$ cat src/logic/videoPkg.sv
`default_nettype none

package videoPkg;

    // pixel clock enable
    localparam int CEN_DIV = 4;           // clk cycles per pixel tick
    localparam int CEN_W   = 3;           // divider counter width

    // raster geometry in pixel ticks and lines
    localparam int H_W     = 9;           // horizontal count width
    localparam int V_W     = 9;           // vertical count width
    localparam int H_TOTAL = 512;         // ticks per line
    localparam int V_TOTAL = 262;         // lines per frame

    localparam logic [H_W-1:0] H_ACTIVE_START = 9'd64;
    localparam logic [H_W-1:0] H_ACTIVE_END   = 9'd448;  // 384 visible pixels
    localparam logic [V_W-1:0] V_ACTIVE_START = 9'd14;
    localparam logic [V_W-1:0] V_ACTIVE_END   = 9'd238;  // 224 visible lines

    // sync placement, moving HS_START up pulls the picture left
    localparam logic [H_W-1:0] HS_START = 9'd486;
    localparam int             HS_LEN   = 18;
    localparam logic [H_W-1:0] HS_END   = HS_START + H_W'(HS_LEN);  // wraps mod 512
    localparam logic [V_W-1:0] VS_START = 9'd251;
    localparam int             VS_LEN   = 4;
    localparam logic [V_W-1:0] VS_END   = VS_START + V_W'(VS_LEN);

    // line buffer
    localparam int LINE_PIXELS = 384;     // entries per bank
    localparam int ADDR_W      = 9;

    // host scroll register
    localparam int SCROLL_W = 9;

    // 15 bit colour, red in the top bits
    localparam int COLOR_W = 5;

    typedef struct packed {
        logic [COLOR_W-1:0] r;
        logic [COLOR_W-1:0] g;
        logic [COLOR_W-1:0] b;
    } pixel_t;

endpackage

`default_nettype wire

$ cat src/logic/videoOut.sv
`timescale 1ns/1ps
`default_nettype none

module videoOut import videoPkg::*; (
    input  logic              clk,
    input  logic              reset,
    input  logic              cen,
    input  logic [H_W-1:0]    hdump,
    input  logic [V_W-1:0]    vdump,
    input  logic              HS,
    input  logic              VS,
    input  logic              HB,
    input  logic              VB,
    input  pixel_t            rdData,
    output logic              rdBank,
    output logic [ADDR_W-1:0] rdAddr,
    output pixel_t            rgb,
    output logic [H_W-1:0]    hpos,    // hdump two ticks late
    output logic [V_W-1:0]    vpos,
    output logic              HSo,
    output logic              VSo,
    output logic              HBo,
    output logic              VBo
);

    // first delay stage, matches the memory latency
    logic [H_W-1:0] hpos1;
    logic [V_W-1:0] vpos1;
    logic           HS1;
    logic           VS1;
    logic           HB1;
    logic           VB1;

    assign rdAddr = ADDR_W'(hdump - H_ACTIVE_START);
    assign rdBank = vdump[0];

    always_ff @(posedge clk) begin
        if (reset) begin
            hpos1 <= '0;
            vpos1 <= '0;
            HS1   <= 1'b0;
            VS1   <= 1'b0;
            HB1   <= 1'b1;
            VB1   <= 1'b1;
            hpos  <= '0;
            vpos  <= '0;
            HSo   <= 1'b0;
            VSo   <= 1'b0;
            HBo   <= 1'b1;
            VBo   <= 1'b1;
            rgb   <= '0;
        end else if (cen) begin
            {hpos1, vpos1, HS1, VS1, HB1, VB1} <= {hdump, vdump, HS, VS, HB, VB};
            {hpos, vpos, HSo, VSo, HBo, VBo}   <= {hpos1, vpos1, HS1, VS1, HB1, VB1};
            rgb <= (HB1 || VB1) ? '0 : rdData;  // black outside the window
        end
    end

endmodule

`default_nettype wire

$ cat config.mk
export PLATFORM = sky130hd
export DESIGN_NAME = videoOut
export DESIGN_NICKNAME = d
export VERILOG_FILES = /design/src/logic/videoPkg.sv /design/src/logic/videoOut.sv
export SDC_FILE = /design/constraint.sdc
export NUM_CORES = 1
export LEC_CHECK = 0
export BUFFER_PORTS_ARGS = -buffer_cell sky130_fd_sc_hd__buf_4
export CAP_MARGIN = 10
export CORE_MARGIN = 2
export CORE_UTILIZATION = 40
export CTS_BUF_LIST = sky130_fd_sc_hd__clkbuf_2 sky130_fd_sc_hd__clkbuf_4 sky130_fd_sc_hd__clkbuf_8
export DETAILED_ROUTE_END_ITERATION = 16
export HOLD_SLACK_MARGIN = 0.03
export PLACE_DENSITY = 0.7
export SETUP_SLACK_MARGIN = 0.05
export SYNTH_ARGS = -nofsm -noshare
export SYNTH_HDL_FRONTEND = slang
export SYNTH_SLANG_ARGS = --single-unit
$ cat constraint.sdc
create_clock -name clk -period 0.85 [get_ports clk]
set_input_delay 0.0425 -clock clk [delete_from_list [all_inputs] [get_ports clk]]
set_output_delay 0.0425 -clock clk [all_outputs]
set_load 0.02 [all_outputs]
; ---- Word-level counts from Yosys, hierarchy flattened
; Cells that the tools add are included.
; Widths: inputs -> output; s select.
[totals]
register_bits = 59
inputBits = 40
output_inout_bits = 47
word_cells = 18
[op_classes]
addsub = 1
muxes = 1
reduce_logical = 1
[op_table]
columns = operator, n
row1 = $mux 15, 1
row2 = $sub 9x7->9 const B, 1
row3 = $logic_or 1x1->1, 1

; ---- Logic depth before layout (Yosys ltp)
; Gate-level depths: netlist of the first run.
[logic_depth]
depth_word = 2
ltp_mapped = 4
ltp_nobuf = 3

; ---- Worst setup path before layout of the first run
; Ideal clock, no wire load.
[synth_timing]
kind = register -> register
from = register VB1 (netlist name)
to = register VB1
setup_time_ns = 0.120
arrival_ns = 0.817
t_required_ns = 0.730
setup_slack_ns = -0.087
stages_incl_launch_ff = 4
n_path_buf = 1
synth_period_minus_slack_ns = 0.937
path_cell_list = dfxtp_1 -> clkbuf_1 -> nor2b_1 -> a211o_1
[synth_lines]
columns = item, line_no
row1 = "end signal, assigned", videoOut.sv:53  ; {hpos1, vpos1, HS1, VS1, HB1, VB1} <= {hdump, vdump, HS, VS, HB, VB};
row2 = "end, declared", videoOut.sv:32  ; logic VB1;

==> results.md, run 1 <==
* Status: finished, violations left
* Failing checks: negative setup slack
* Pin count of the biggest net entering global routing at 60
* Wire per inst at 13.1 um
* Post-layout min period at 0.854 ns
* Kind of cell adding the most delay to the critical path: flip-flops
* Slew Viols, Final at 0
* Worst setup path class: register to register
* Nets@finish at 383
* Largest stage delay, worst path at 0.39 ns
* DRC violation count after routing at 0
* Clock transition at the registers of the reported paths at 0.07 ns
* Final Util at 0.696
* Critical path capture point type: register
* CTS root buf: clkbuf_8
* Final worst slack at -0.00450 ns
* Ys async rst share at 0
* Overall Power at 6.96 mW
* Final antenna-violating net count at 0
* Critical path launch point type: register
* Die H at 80.2 um
* Required @ worst endpoint at 1.06 ns
* Mapped Avg Cell Area at 10.5 um^2
* TNS Setup at -0.00450 ns
* Crit path DAT at 1.06 ns
* Critical-path cell list: nor2b_1, a211o_1
* Most common cell in the netlist: dfxtp_1
* Share of cells above drive strength 1 at 0.452
* Main area contributors after synthesis: dfxtp_1 (51%), mux2i_1 (17%), nand4bb_1 (7.3%)
* Crit-path max FO at 17
* Core box area at 5570 um^2
* Layout area overhead at 66.8%
* Unrepaired setup endpoints after global routing: yes
* CTS Buf Count at 9
* Dominant cell type by area after synthesis: dfxtp_1
* H-tree depth at 3
* Clock sinks at 59
* Syn Std Cell Area at 2320 um^2
* Slew HR at 0.606
* Hold Fails Final Rpt at 0
* Die W at 80.2 um
* Vias per cell at 4.64
* Post-Syn Nets at 262
* Seq/Total Area, Yosys at 0.508
* First-pass DRT Iterations at 4
* Initial DRC count at 62
* Overall Global Routing Usage at 0.170
* Slowest stage cell, crit path: dfxtp_4
* I/O Pins at 87
* Final std cells w/o fill at 419
* Core Rows at 27
* Worst path bufs/invs at 0
* Slew of the pin with the lowest slew margin at 0.591 ns
* Max IR drop VDD at 1.03 mV
* Vias in the first global route at 1843
* Number of flops mapped to enable cells by yosys at 0
* Min-delay worst type: input pin to register
* Post-synth top area share at 0.508
* Antenna Cells at 0
* TritonCTS clock tree: built
* IO buf count at 86
* P per Cell Area at 1800 nW/um^2
* Final Skew at 0.00556 ns
* YS warnings at 0
* First-pass GRT wire length at 8.40 mm
* #FFs+latches synth at 59
* CTS Buffer Depth at 2
* Fin crit share at 1.01
* Leak at 1.73 nW
* Fmax at 1.17 GHz
* Post-synth cell types at 15
* Die area at 6440 um^2
* Main synth FF type: dfxtp_1
* Placer congestion estimate at 0.689
* Top post-synthesis cells by count: dfxtp_1 (59), mux2i_1 (40), nor2_1 (40)
* Final WL at 5.51 mm
* Starting density of the core at 0.417
* Worst-Skew Late Latency at 0.32 ns
* Total grt overflow at 0
* Via count at 1943
* Detail Placement HPWL at 3.27 mm
* Max Cap Viol at 0
* Final setup violation count at 1
* Initial antenna violation count at 0
* Placed insts at 361
* Gate Count Post-Synth at 221
## path summary, 6_finish.rpt
path	from	end	slack [ns]	depth (start not counted)
setup reg to reg	VB1$_SDFFE_PP1P_	VB1$_SDFFE_PP1P_	-0.004	2
setup / recovery	VB1$_SDFFE_PP1P_	VB1$_SDFFE_PP1P_	-0.004	2
hold reg to reg	rgb[8]$_SDFFE_PP0P_	rgb[8]$_SDFFE_PP0P_	0.47	2
hold / removal	cen	rgb[9]$_SDFFE_PP0P_	0.09	3
## worst register-to-register path, cell delays in order, from the launching register on
cell and delay [ns]:
dfxtp_4 0.39, nor2b_1 0.14, a211o_1 0.22
## metrics by stage
step | setup slack (ns) | hold WS, ns | area, um^2
final | -0.00450 | 0.0926 | 3880
after global routing | -0.0384 | 0.0887 | 3880
after CTS | 0.000517 | 0.0818 | 3800
after detailed placement | -0.0111 | 0.249 | 2990
after global placement | 0.0116 | 0.254 | 2990
after floorplan | -0.0521 | 0.160 | 2350
## kinds of logic after synthesis
family          Yosys count  synth area share
simple gates             74             0.188
flops                    59             0.508
buf+inv                  27            0.0748
mux                      40             0.172
xor+xnor                  1           0.00377
compound gates           19            0.0474
fa+ha+maj                 1           0.00538
## final cells by class
| type | instances | area (um^2) |
|---|---|---|
| Fill cell | 420 | 1700 |
| Timing Repair Buffer | 134 | 1280 |
| Sequential cell | 59 | 1230 |
| Multi-Input combinational cell | 135 | 1010 |
| Clock buffer | 13 | 179 |
| Tap cell | 72 | 90.1 |
| Clock inverter | 3 | 67.6 |
| Inverter | 3 | 11.3 |
## power by group
| part | switching [mW] | total, mW | leakage [nW] | internal (mW) |
|---|---|---|---|---|
| Combinational | 0.382 | 0.937 | 1.11 | 0.556 |
| Sequential | 0.0841 | 2.97 | 0.498 | 2.88 |
| Clock | 1.09 | 3.06 | 0.122 | 1.97 |
## sequential cells by signal, indices dropped and copies added (netlist names)
register and count:
HB1 1, HBo 1, HS1 1, HSo 1, VB1 1, VBo 1
VS1 1, VSo 1, hpos 9, hpos1 9, rgb 15, vpos 9
vpos1 9
## routing by layer
layer  part of all wire  vias to the layer above  global-route usage
met2               0.51                       55               0.291
met1               0.43                      904               0.197
met5                  0                        -                   0
li1                   -                      979                   -
met3              0.049                        5              0.0461
met4             0.0062                        0              0.0763
## cell usage in the layout, fill, tap and decap left out
| master | count |
|---|---|
| xor2_2 | 1 |
| inv_1 | 3 |
| clkbuf_8 | 13 |
| dfxtp_1 | 20 |
| mux2i_1 | 40 |
| a21oi_1 | 13 |
| bufinv_16 | 2 |
| buf_12 | 3 |
| ha_4 | 1 |
| nor2_1 | 40 |
| nand4bb_4 | 1 |
| buf_4 | 55 |
| nand2b_1 | 15 |
| nor2b_1 | 4 |
| a21oi_2 | 2 |
| dlygate4sd3_1 | 37 |
| dfxtp_4 | 2 |
| clkinvlp_4 | 1 |
| nand4bb_1 | 14 |
| buf_6 | 39 |
| a211o_1 | 4 |
| dfxtp_2 | 37 |
## repair_timing
action | CTS | global route
hold buffers | 37 | 0
setup endpoints to repair | 54 | 56
buffers inserted | 2 | 3
pin swaps | 2 | 3
endpoints found under the hold margin | 37 | 0
resized for setup | 74 | 8
No activity file was read; power rests on OpenSTA's default activity.
==> run 2: changes to the inputs <==
--- a/config.mk
+++ b/config.mk
@@ -7,12 +7,12 @@
 export LEC_CHECK = 0
 export BUFFER_PORTS_ARGS = -buffer_cell sky130_fd_sc_hd__buf_4
 export CAP_MARGIN = 10
-export CORE_MARGIN = 2
+export CORE_ASPECT_RATIO = 2
 export CORE_UTILIZATION = 40
 export CTS_BUF_LIST = sky130_fd_sc_hd__clkbuf_2 sky130_fd_sc_hd__clkbuf_4 sky130_fd_sc_hd__clkbuf_8
 export DETAILED_ROUTE_END_ITERATION = 16
 export HOLD_SLACK_MARGIN = 0.03
-export PLACE_DENSITY = 0.7
+export PLACE_DENSITY_LB_ADDON = 0.15
 export SETUP_SLACK_MARGIN = 0.05
 export SYNTH_ARGS = -nofsm -noshare
 export SYNTH_HDL_FRONTEND = slang
==> results.md, run 2 (synthesis results as in run 1) <==
* Clock sinks at 59 (unchanged)
* Layout area overhead at 61.7%
* Largest register FFs at 15 (unchanged)
* IO buf count at 86 (unchanged)
* Commonest non-fill, non-tap cells in the layout: buf_4 (55), mux2i_1 (40), nor2_1 (40)
* Final WL at 5.04 mm (-8.5%)
* Die H at 110 um (+37%)
* Crit path DAT at 1.07 ns (about the same)
* Core box area at 5660 um^2 (+1.5%)
* Overall Global Routing Usage at 0.170 (+0.000657)
* Final Skew at 0.00861 ns (+0.00305 ns)
* Detail Placement HPWL at 3.15 mm (-3.8%)
* Final Util at 0.664 (-0.0316)
* Total grt overflow at 0 (unchanged)
* I/O Pins at 87 (unchanged)
* DP Worst Slack at -0.0266 ns (-0.0154 ns)
* Initial DRC count at 59 (-4.8%)
* Clock transition at the registers of the reported paths at 0.07 ns (about the same)
* First-pass GRT wire length at 8.11 mm (-3.5%)
* Final setup violation count at 0 (-1)
* Critical path launch point type: register
* Die area at 6140 um^2 (-4.6%)
* Initial antenna violation count at 0 (unchanged)
* Worst setup path class: register to register
* Wire per inst at 12.4 um (-5.6%)
* Hold Fails Final Rpt at 0 (unchanged)
* First-pass DRT Iterations at 4 (unchanged)
* Status: finished clean
* Unrepaired setup endpoints after global routing: yes
* Required @ worst endpoint at 1.07 ns (about the same)
* Vias per cell at 4.76 (+2.7%)
* Critical path capture point type: register
* CTS Buffer Depth at 2 (unchanged)
* Leak at 1.69 nW (-2.4%)
* Share of cells above drive strength 1 at 0.446 (-0.00607)
* Nets@finish at 381 (-0.52%)
* Final antenna-violating net count at 0 (unchanged)
* Slew HR at 0.592 (-0.0142)
* Crit-path max FO at 17 (unchanged)
* CTS root buf: clkbuf_8
* TritonCTS clock tree: built
* Die W at 55.9 um (-30%)
* Post-layout min period at 0.850 ns (-0.00459 ns)
* Max Cap Viol at 0 (unchanged)
* Final worst slack at 0.0000930 ns (+0.00459 ns)
* Reg2Reg Setup Slack at 0.00009 ns (about the same)
* Worst-Skew Late Latency at 0.32 ns (about the same)
* Core Rows at 39 (+44%)
* Most flop-heavy register: rgb
* Slew of the pin with the lowest slew margin at 0.612 ns (+0.0213 ns)
* Starting density of the core at 0.411 (-0.00636)
* Pin count of the biggest net entering global routing at 60 (unchanged)
* Slew Viols, Final at 0 (unchanged)
* Placer congestion estimate at 0.719 (+4.5%)
* H-tree depth at 3 (unchanged)
* P per Cell Area at 1690 nW/um^2 (-6.1%)
* Final std cells w/o fill at 406 (-3.1%)
* Commonest non-fill, non-tap cell in the layout: buf_4
* CTS Buf Count at 9 (unchanged)
* Max IR drop VDD at 1.72 mV (+66%)
* Fmax at 1.18 GHz (+0.54%)
* Min-delay worst type: input pin to register
* Fin crit share at 1.00 (-0.00540)
* Antenna Cells at 0 (unchanged)
* Via count at 1933 (-0.51%)
* DRC violation count after routing at 0 (unchanged)
* Placed insts at 349 (-3.3%)
* Vias in the first global route at 1849 (+0.33%)
-- run 2: cell count changes in the layout (fill, tap and decap cells not counted) --
cell       delta
clkbuf_8      -3
clkinv_2      +3
buf_6         -2
bufinv_16     -1
clkbuf_4      +1
ha_2          +1
ha_4          -1
inv_1         -1
inv_2         +1
nand4bb_1     +1
nand4bb_4     -1
xor2_1        +1
xor2_2        -1
-- run 2: area by class of cell --
type	count	area (um^2)
Clock inverter	5	52.6
Multi-Input combinational cell	135	980
Timing Repair Buffer	132	1260
Clock buffer	11	145
Inverter	3	11.3
Sequential cell	59	1230
Tap cell	61	76.3
Fill cell	469	1900
-- run 2: worst max-delay path, cell delays in order (launching register included) --
cell     delay [ns]
dfxtp_4        0.39
nor2b_1        0.14
a211o_1        0.21
-- run 2: worst paths after layout --
kind,startpoint,end,cells after the start
worst max register to register,HB1$_SDFFE_PP1P_,HB1$_SDFFE_PP1P_,2
worst min register to register,rgb[2]$_SDFFE_PP0P_,rgb[2]$_SDFFE_PP0P_,2
worst min-delay path,cen,rgb[14]$_SDFFE_PP0P_,3
worst max-delay path,HB1$_SDFFE_PP1P_,HB1$_SDFFE_PP1P_,2
-- run 2: report_power, final --
part	internal, mW	total (mW)	switching [mW]	leakage, nW
Combinational	0.540	0.907	0.367	1.09
Sequential	2.88	2.96	0.0817	0.498
Clock	1.45	2.47	1.02	0.103
Total	4.87	6.34	1.46	1.69
-- run 2: per-stage QoR --
step / power (mW) / hold slack [ns] / instance area [um^2] / setup TNS (ns)
final: 6.34 / 0.0875 / 3760 / 0
after global routing: 6.64 / 0.0896 / 3760 / -0.315
after CTS: 6.44 / 0.0658 / 3730 / -0.0147
after detailed placement: 3.76 / 0.260 / 2960 / -0.0779
after global placement: 3.74 / 0.252 / 2960 / -0.0162
after floorplan: 3.46 / 0.160 / 2350 / -0.104
-- run 2: timing repair --
action,in CTS,in global routing
endpoints found under the hold margin,37,0
setup buffers,1,3
resized for setup,74,4
endpoints found under the setup margin,55,56
pin swaps,5,2
hold buffers,37,0
cloned,0,0
-- run 2: layer usage --
metal / GRT usage / part of all wire / vias up / routed length [um]
met2: 0.308 / 0.53 / 59 / 2690
met3: 0.0447 / 0.047 / 7 / 238
met1: 0.178 / 0.40 / 891 / 2030
met5: 0 / 0 / - / 0
met4: 0.0941 / 0.017 / 0 / 88
li1: - / - / 976 / -
==> run 3: changes to the inputs <==
--- a/config.mk
+++ b/config.mk
@@ -8,9 +8,10 @@
 export BUFFER_PORTS_ARGS = -buffer_cell sky130_fd_sc_hd__buf_4
 export CAP_MARGIN = 10
 export CORE_ASPECT_RATIO = 2
-export CORE_UTILIZATION = 40
+export CORE_UTILIZATION = 46
 export CTS_BUF_LIST = sky130_fd_sc_hd__clkbuf_2 sky130_fd_sc_hd__clkbuf_4 sky130_fd_sc_hd__clkbuf_8
 export DETAILED_ROUTE_END_ITERATION = 16
+export GPL_TIMING_DRIVEN = 0
 export HOLD_SLACK_MARGIN = 0.03
 export PLACE_DENSITY_LB_ADDON = 0.15
 export SETUP_SLACK_MARGIN = 0.05
==> results.md, run 3 (synthesis results as in run 1) <==
* Die W at 52.3 um (-6.5%)
* Starting density of the core at 0.478 (+0.0672)
* Share of cells above drive strength 1 at 0.480 (+0.0335)
* Met1 GRT Util at 0.247 (+0.0699)
* Clock sinks at 59 (unchanged)
* CTS Buffer Depth at 2 (unchanged)
* Worst r2r path cells at 3 (+1)
* Layout area overhead at 72.5%
* Slew of the pin with the lowest slew margin at 0.590 ns (-0.0223 ns)
* Worst setup path class: register to register
* Fillcell total at 295 (-37%)
* CTS root buf: clkbuf_8
* Commonest non-fill, non-tap cells in the layout: buf_4 (67), buf_6 (46), mux2i_1 (40), nor2_1 (40)
* P_int at 5.06 mW (+3.8%)
* Status: finished, violations left
* Hold path startpoint: cen
* DRC violation count after routing at 0 (unchanged)
* Comb pwr share at 0.162 (+0.019)
* Top Usage Layer GRT: met2
* First-pass GRT wire length at 9.43 mm (+16%)
* Slew HR at 0.607 (+0.0149)
* Clock power frac at 0.388 (about the same)
* Detail Placement HPWL at 3.67 mm (+16%)
* Sw Ratio at 0.229 (-0.00184)
* Unrepaired setup endpoints after global routing: yes
* Final Instance Area at 4010 um^2 (+6.7%)
* P per Cell Area at 1640 nW/um^2 (-2.9%)
* Crit path DAT at 1.17 ns (+0.10 ns)
* Clock transition at the registers of the reported paths at 0.06 ns (about the same)
* Final Skew at 0.00608 ns (-0.00253 ns)
* Vias per cell at 4.97 (+4.3%)
* Critical path launch point type: register
* Max Cap Viol at 0 (unchanged)
* Vias in the first global route at 2081 (+13%)
* Final WL at 6.51 mm (+29%)
* Overall Power at 6.56 mW (+3.5%)
* Worst Hold Path EP: rgb[4]$_SDFFE_PP0P_
* Hold Fails Final Rpt at 0 (unchanged)
* Wire per inst at 15.1 um (+22%)
* First-pass DRT Iterations at 4 (unchanged)
* Overall Global Routing Usage at 0.242 (+0.0715)
* Core Rows at 36 (-7.7%)
* Min-delay worst type: input pin to register
* Antenna Cells at 0 (unchanged)
* Final setup violation count at 19 (+19)
* CTS Buf Count at 9 (unchanged)
* Fin crit share at 1.12 (+0.122)
* TritonCTS clock tree: built
* DP Area at 3060 um^2 (+3.2%)
* Failing checks: negative setup slack
* Critical path capture point type: register
* Reg2Reg Setup Slack at -0.10 ns (-0.10 ns)
* I/O Pins at 87 (unchanged)
* Most flop-heavy register: rgb
* Via count at 2135 (+10%)
* IO buf count at 85 (-1.2%)
* Commonest non-fill, non-tap cell in the layout: buf_4
* Pin count of the biggest net entering global routing at 11 (-82%)
* Required @ worst endpoint at 1.06 ns (about the same)
* Total grt overflow at 0 (unchanged)
* Sw Pwr at 1.50 mW (+2.7%)
* H-tree depth at 3 (unchanged)
* Die area at 5360 um^2 (-13%)
* Fmax at 1.05 GHz (-11%)
* Part of the power in registers at 0.450 (-0.018)
* Final antenna-violating net count at 0 (unchanged)
* Slew Viols, Final at 0 (unchanged)
* Largest register FFs at 15 (unchanged)
* Crit-path max FO at 5 (-12)
* Leak at 1.85 nW (+9.2%)
* Final worst slack at -0.104 ns (-0.104 ns)
* Reg-to-reg startpoint: VB1$_SDFFE_PP1P_
* Initial antenna violation count at 0 (unchanged)
* Core box area at 4860 um^2 (-14%)
* Hold Path Stages at 3 (unchanged)
* Placer congestion estimate at 0.694 (-3.5%)
* Initial DRC count at 23 (-61%)
* Max IR drop VDD at 1.85 mV (+7.9%)
* Post-layout min period at 0.954 ns (+0.104 ns)
* Worst-Skew Late Latency at 0.32 ns (about the same)
* Met2 Use GR at 0.457 (+0.149)
* Reg2reg end: VB1$_SDFFE_PP1P_
* Nets@finish at 411 (+7.9%)
* Die H at 103 um (-6.6%)
* Grt met3 use at 0.0472 (+0.00249)
## run 3: worst max path at each step
| stage | start | to | slack, ns | cells past startpoint |
|---|---|---|---|---|
| after floorplan | VB1$_SDFFE_PP1P_ | VB1$_SDFFE_PP1P_ | -0.05 | 3 |
| after global placement | VB1$_SDFFE_PP1P_ | VB1$_SDFFE_PP1P_ | -0.11 | 3 |
| after detailed placement | reset | hpos[5]$_SDFFE_PP0P_ | -0.13 | 4 |
| after CTS | HB1$_SDFFE_PP1P_ | HB1$_SDFFE_PP1P_ | -0.08 | 3 |
| after global routing | VB1$_SDFFE_PP1P_ | rgb[0]$_SDFFE_PP0P_ | -0.12 | 3 |
| final | VB1$_SDFFE_PP1P_ | VB1$_SDFFE_PP1P_ | -0.10 | 3 |
## run 3: power groups by stage
stage          Clock, mW  Combinational, mW  Sequential [mW]
6_report            2.55               1.06             2.95
5_1_grt             2.72               1.13             2.96
4_1_cts             2.59               1.02             2.95
3_5_place_dp           0              0.808             3.00
3_3_place_gp           0              0.800             3.00
2_1_floorplan          0              0.419             3.04
## run 3: critical path, stage by stage, from the launching register on
cell      delay, ns
dfxtp_4        0.36
clkbuf_8       0.14
nor2b_1        0.13
a211o_1        0.21
## run 3: what timing repair did
item	in CTS	in global routing
gates cloned	2	0
setup endpoints to repair	49	58
endpoints found under the hold margin	37	0
pin swaps	11	8
buffers inserted	9	5
hold buffers	37	0
gates resized for setup	76	10
## run 3: per-layer routing
layer / share of wire / up-vias
li1: - / 1038
met1: 0.37 / 1001
met2: 0.56 / 78
met3: 0.041 / 18
met4: 0.031 / 0
met5: 0 / -
## run 3: cell type report
| class | instances | area, um^2 | share of cell area |
|---|---|---|---|
| timing repair buffer | 138 | 1290 | 0.321 |
| sequential | 59 | 1230 | 0.308 |
| multi-input combinational | 135 | 1020 | 0.255 |
| buffer | 24 | 183 | 0.0456 |
| clock buffer | 12 | 165 | 0.0412 |
| tap | 57 | 71.3 | 0.0178 |
| clock inverter | 2 | 35.0 | 0.00874 |
| inverter | 3 | 11.3 | 0.00281 |
## run 3: stage by stage
step | instances | hold WS (ns) | setup slack (ns) | util | setup TNS (ns)
after floorplan | 221 | 0.160 | -0.0521 | - | -0.104
after global placement | 363 | 0.250 | -0.114 | 0.629 | -2.89
after detailed placement | 363 | 0.253 | -0.127 | 0.629 | -3.79
after CTS | 425 | 0.0343 | -0.0823 | 0.805 | -0.667
after global routing | 430 | 0.0452 | -0.117 | 0.824 | -1.49
final | 430 | 0.0484 | -0.104 | 0.824 | -0.990
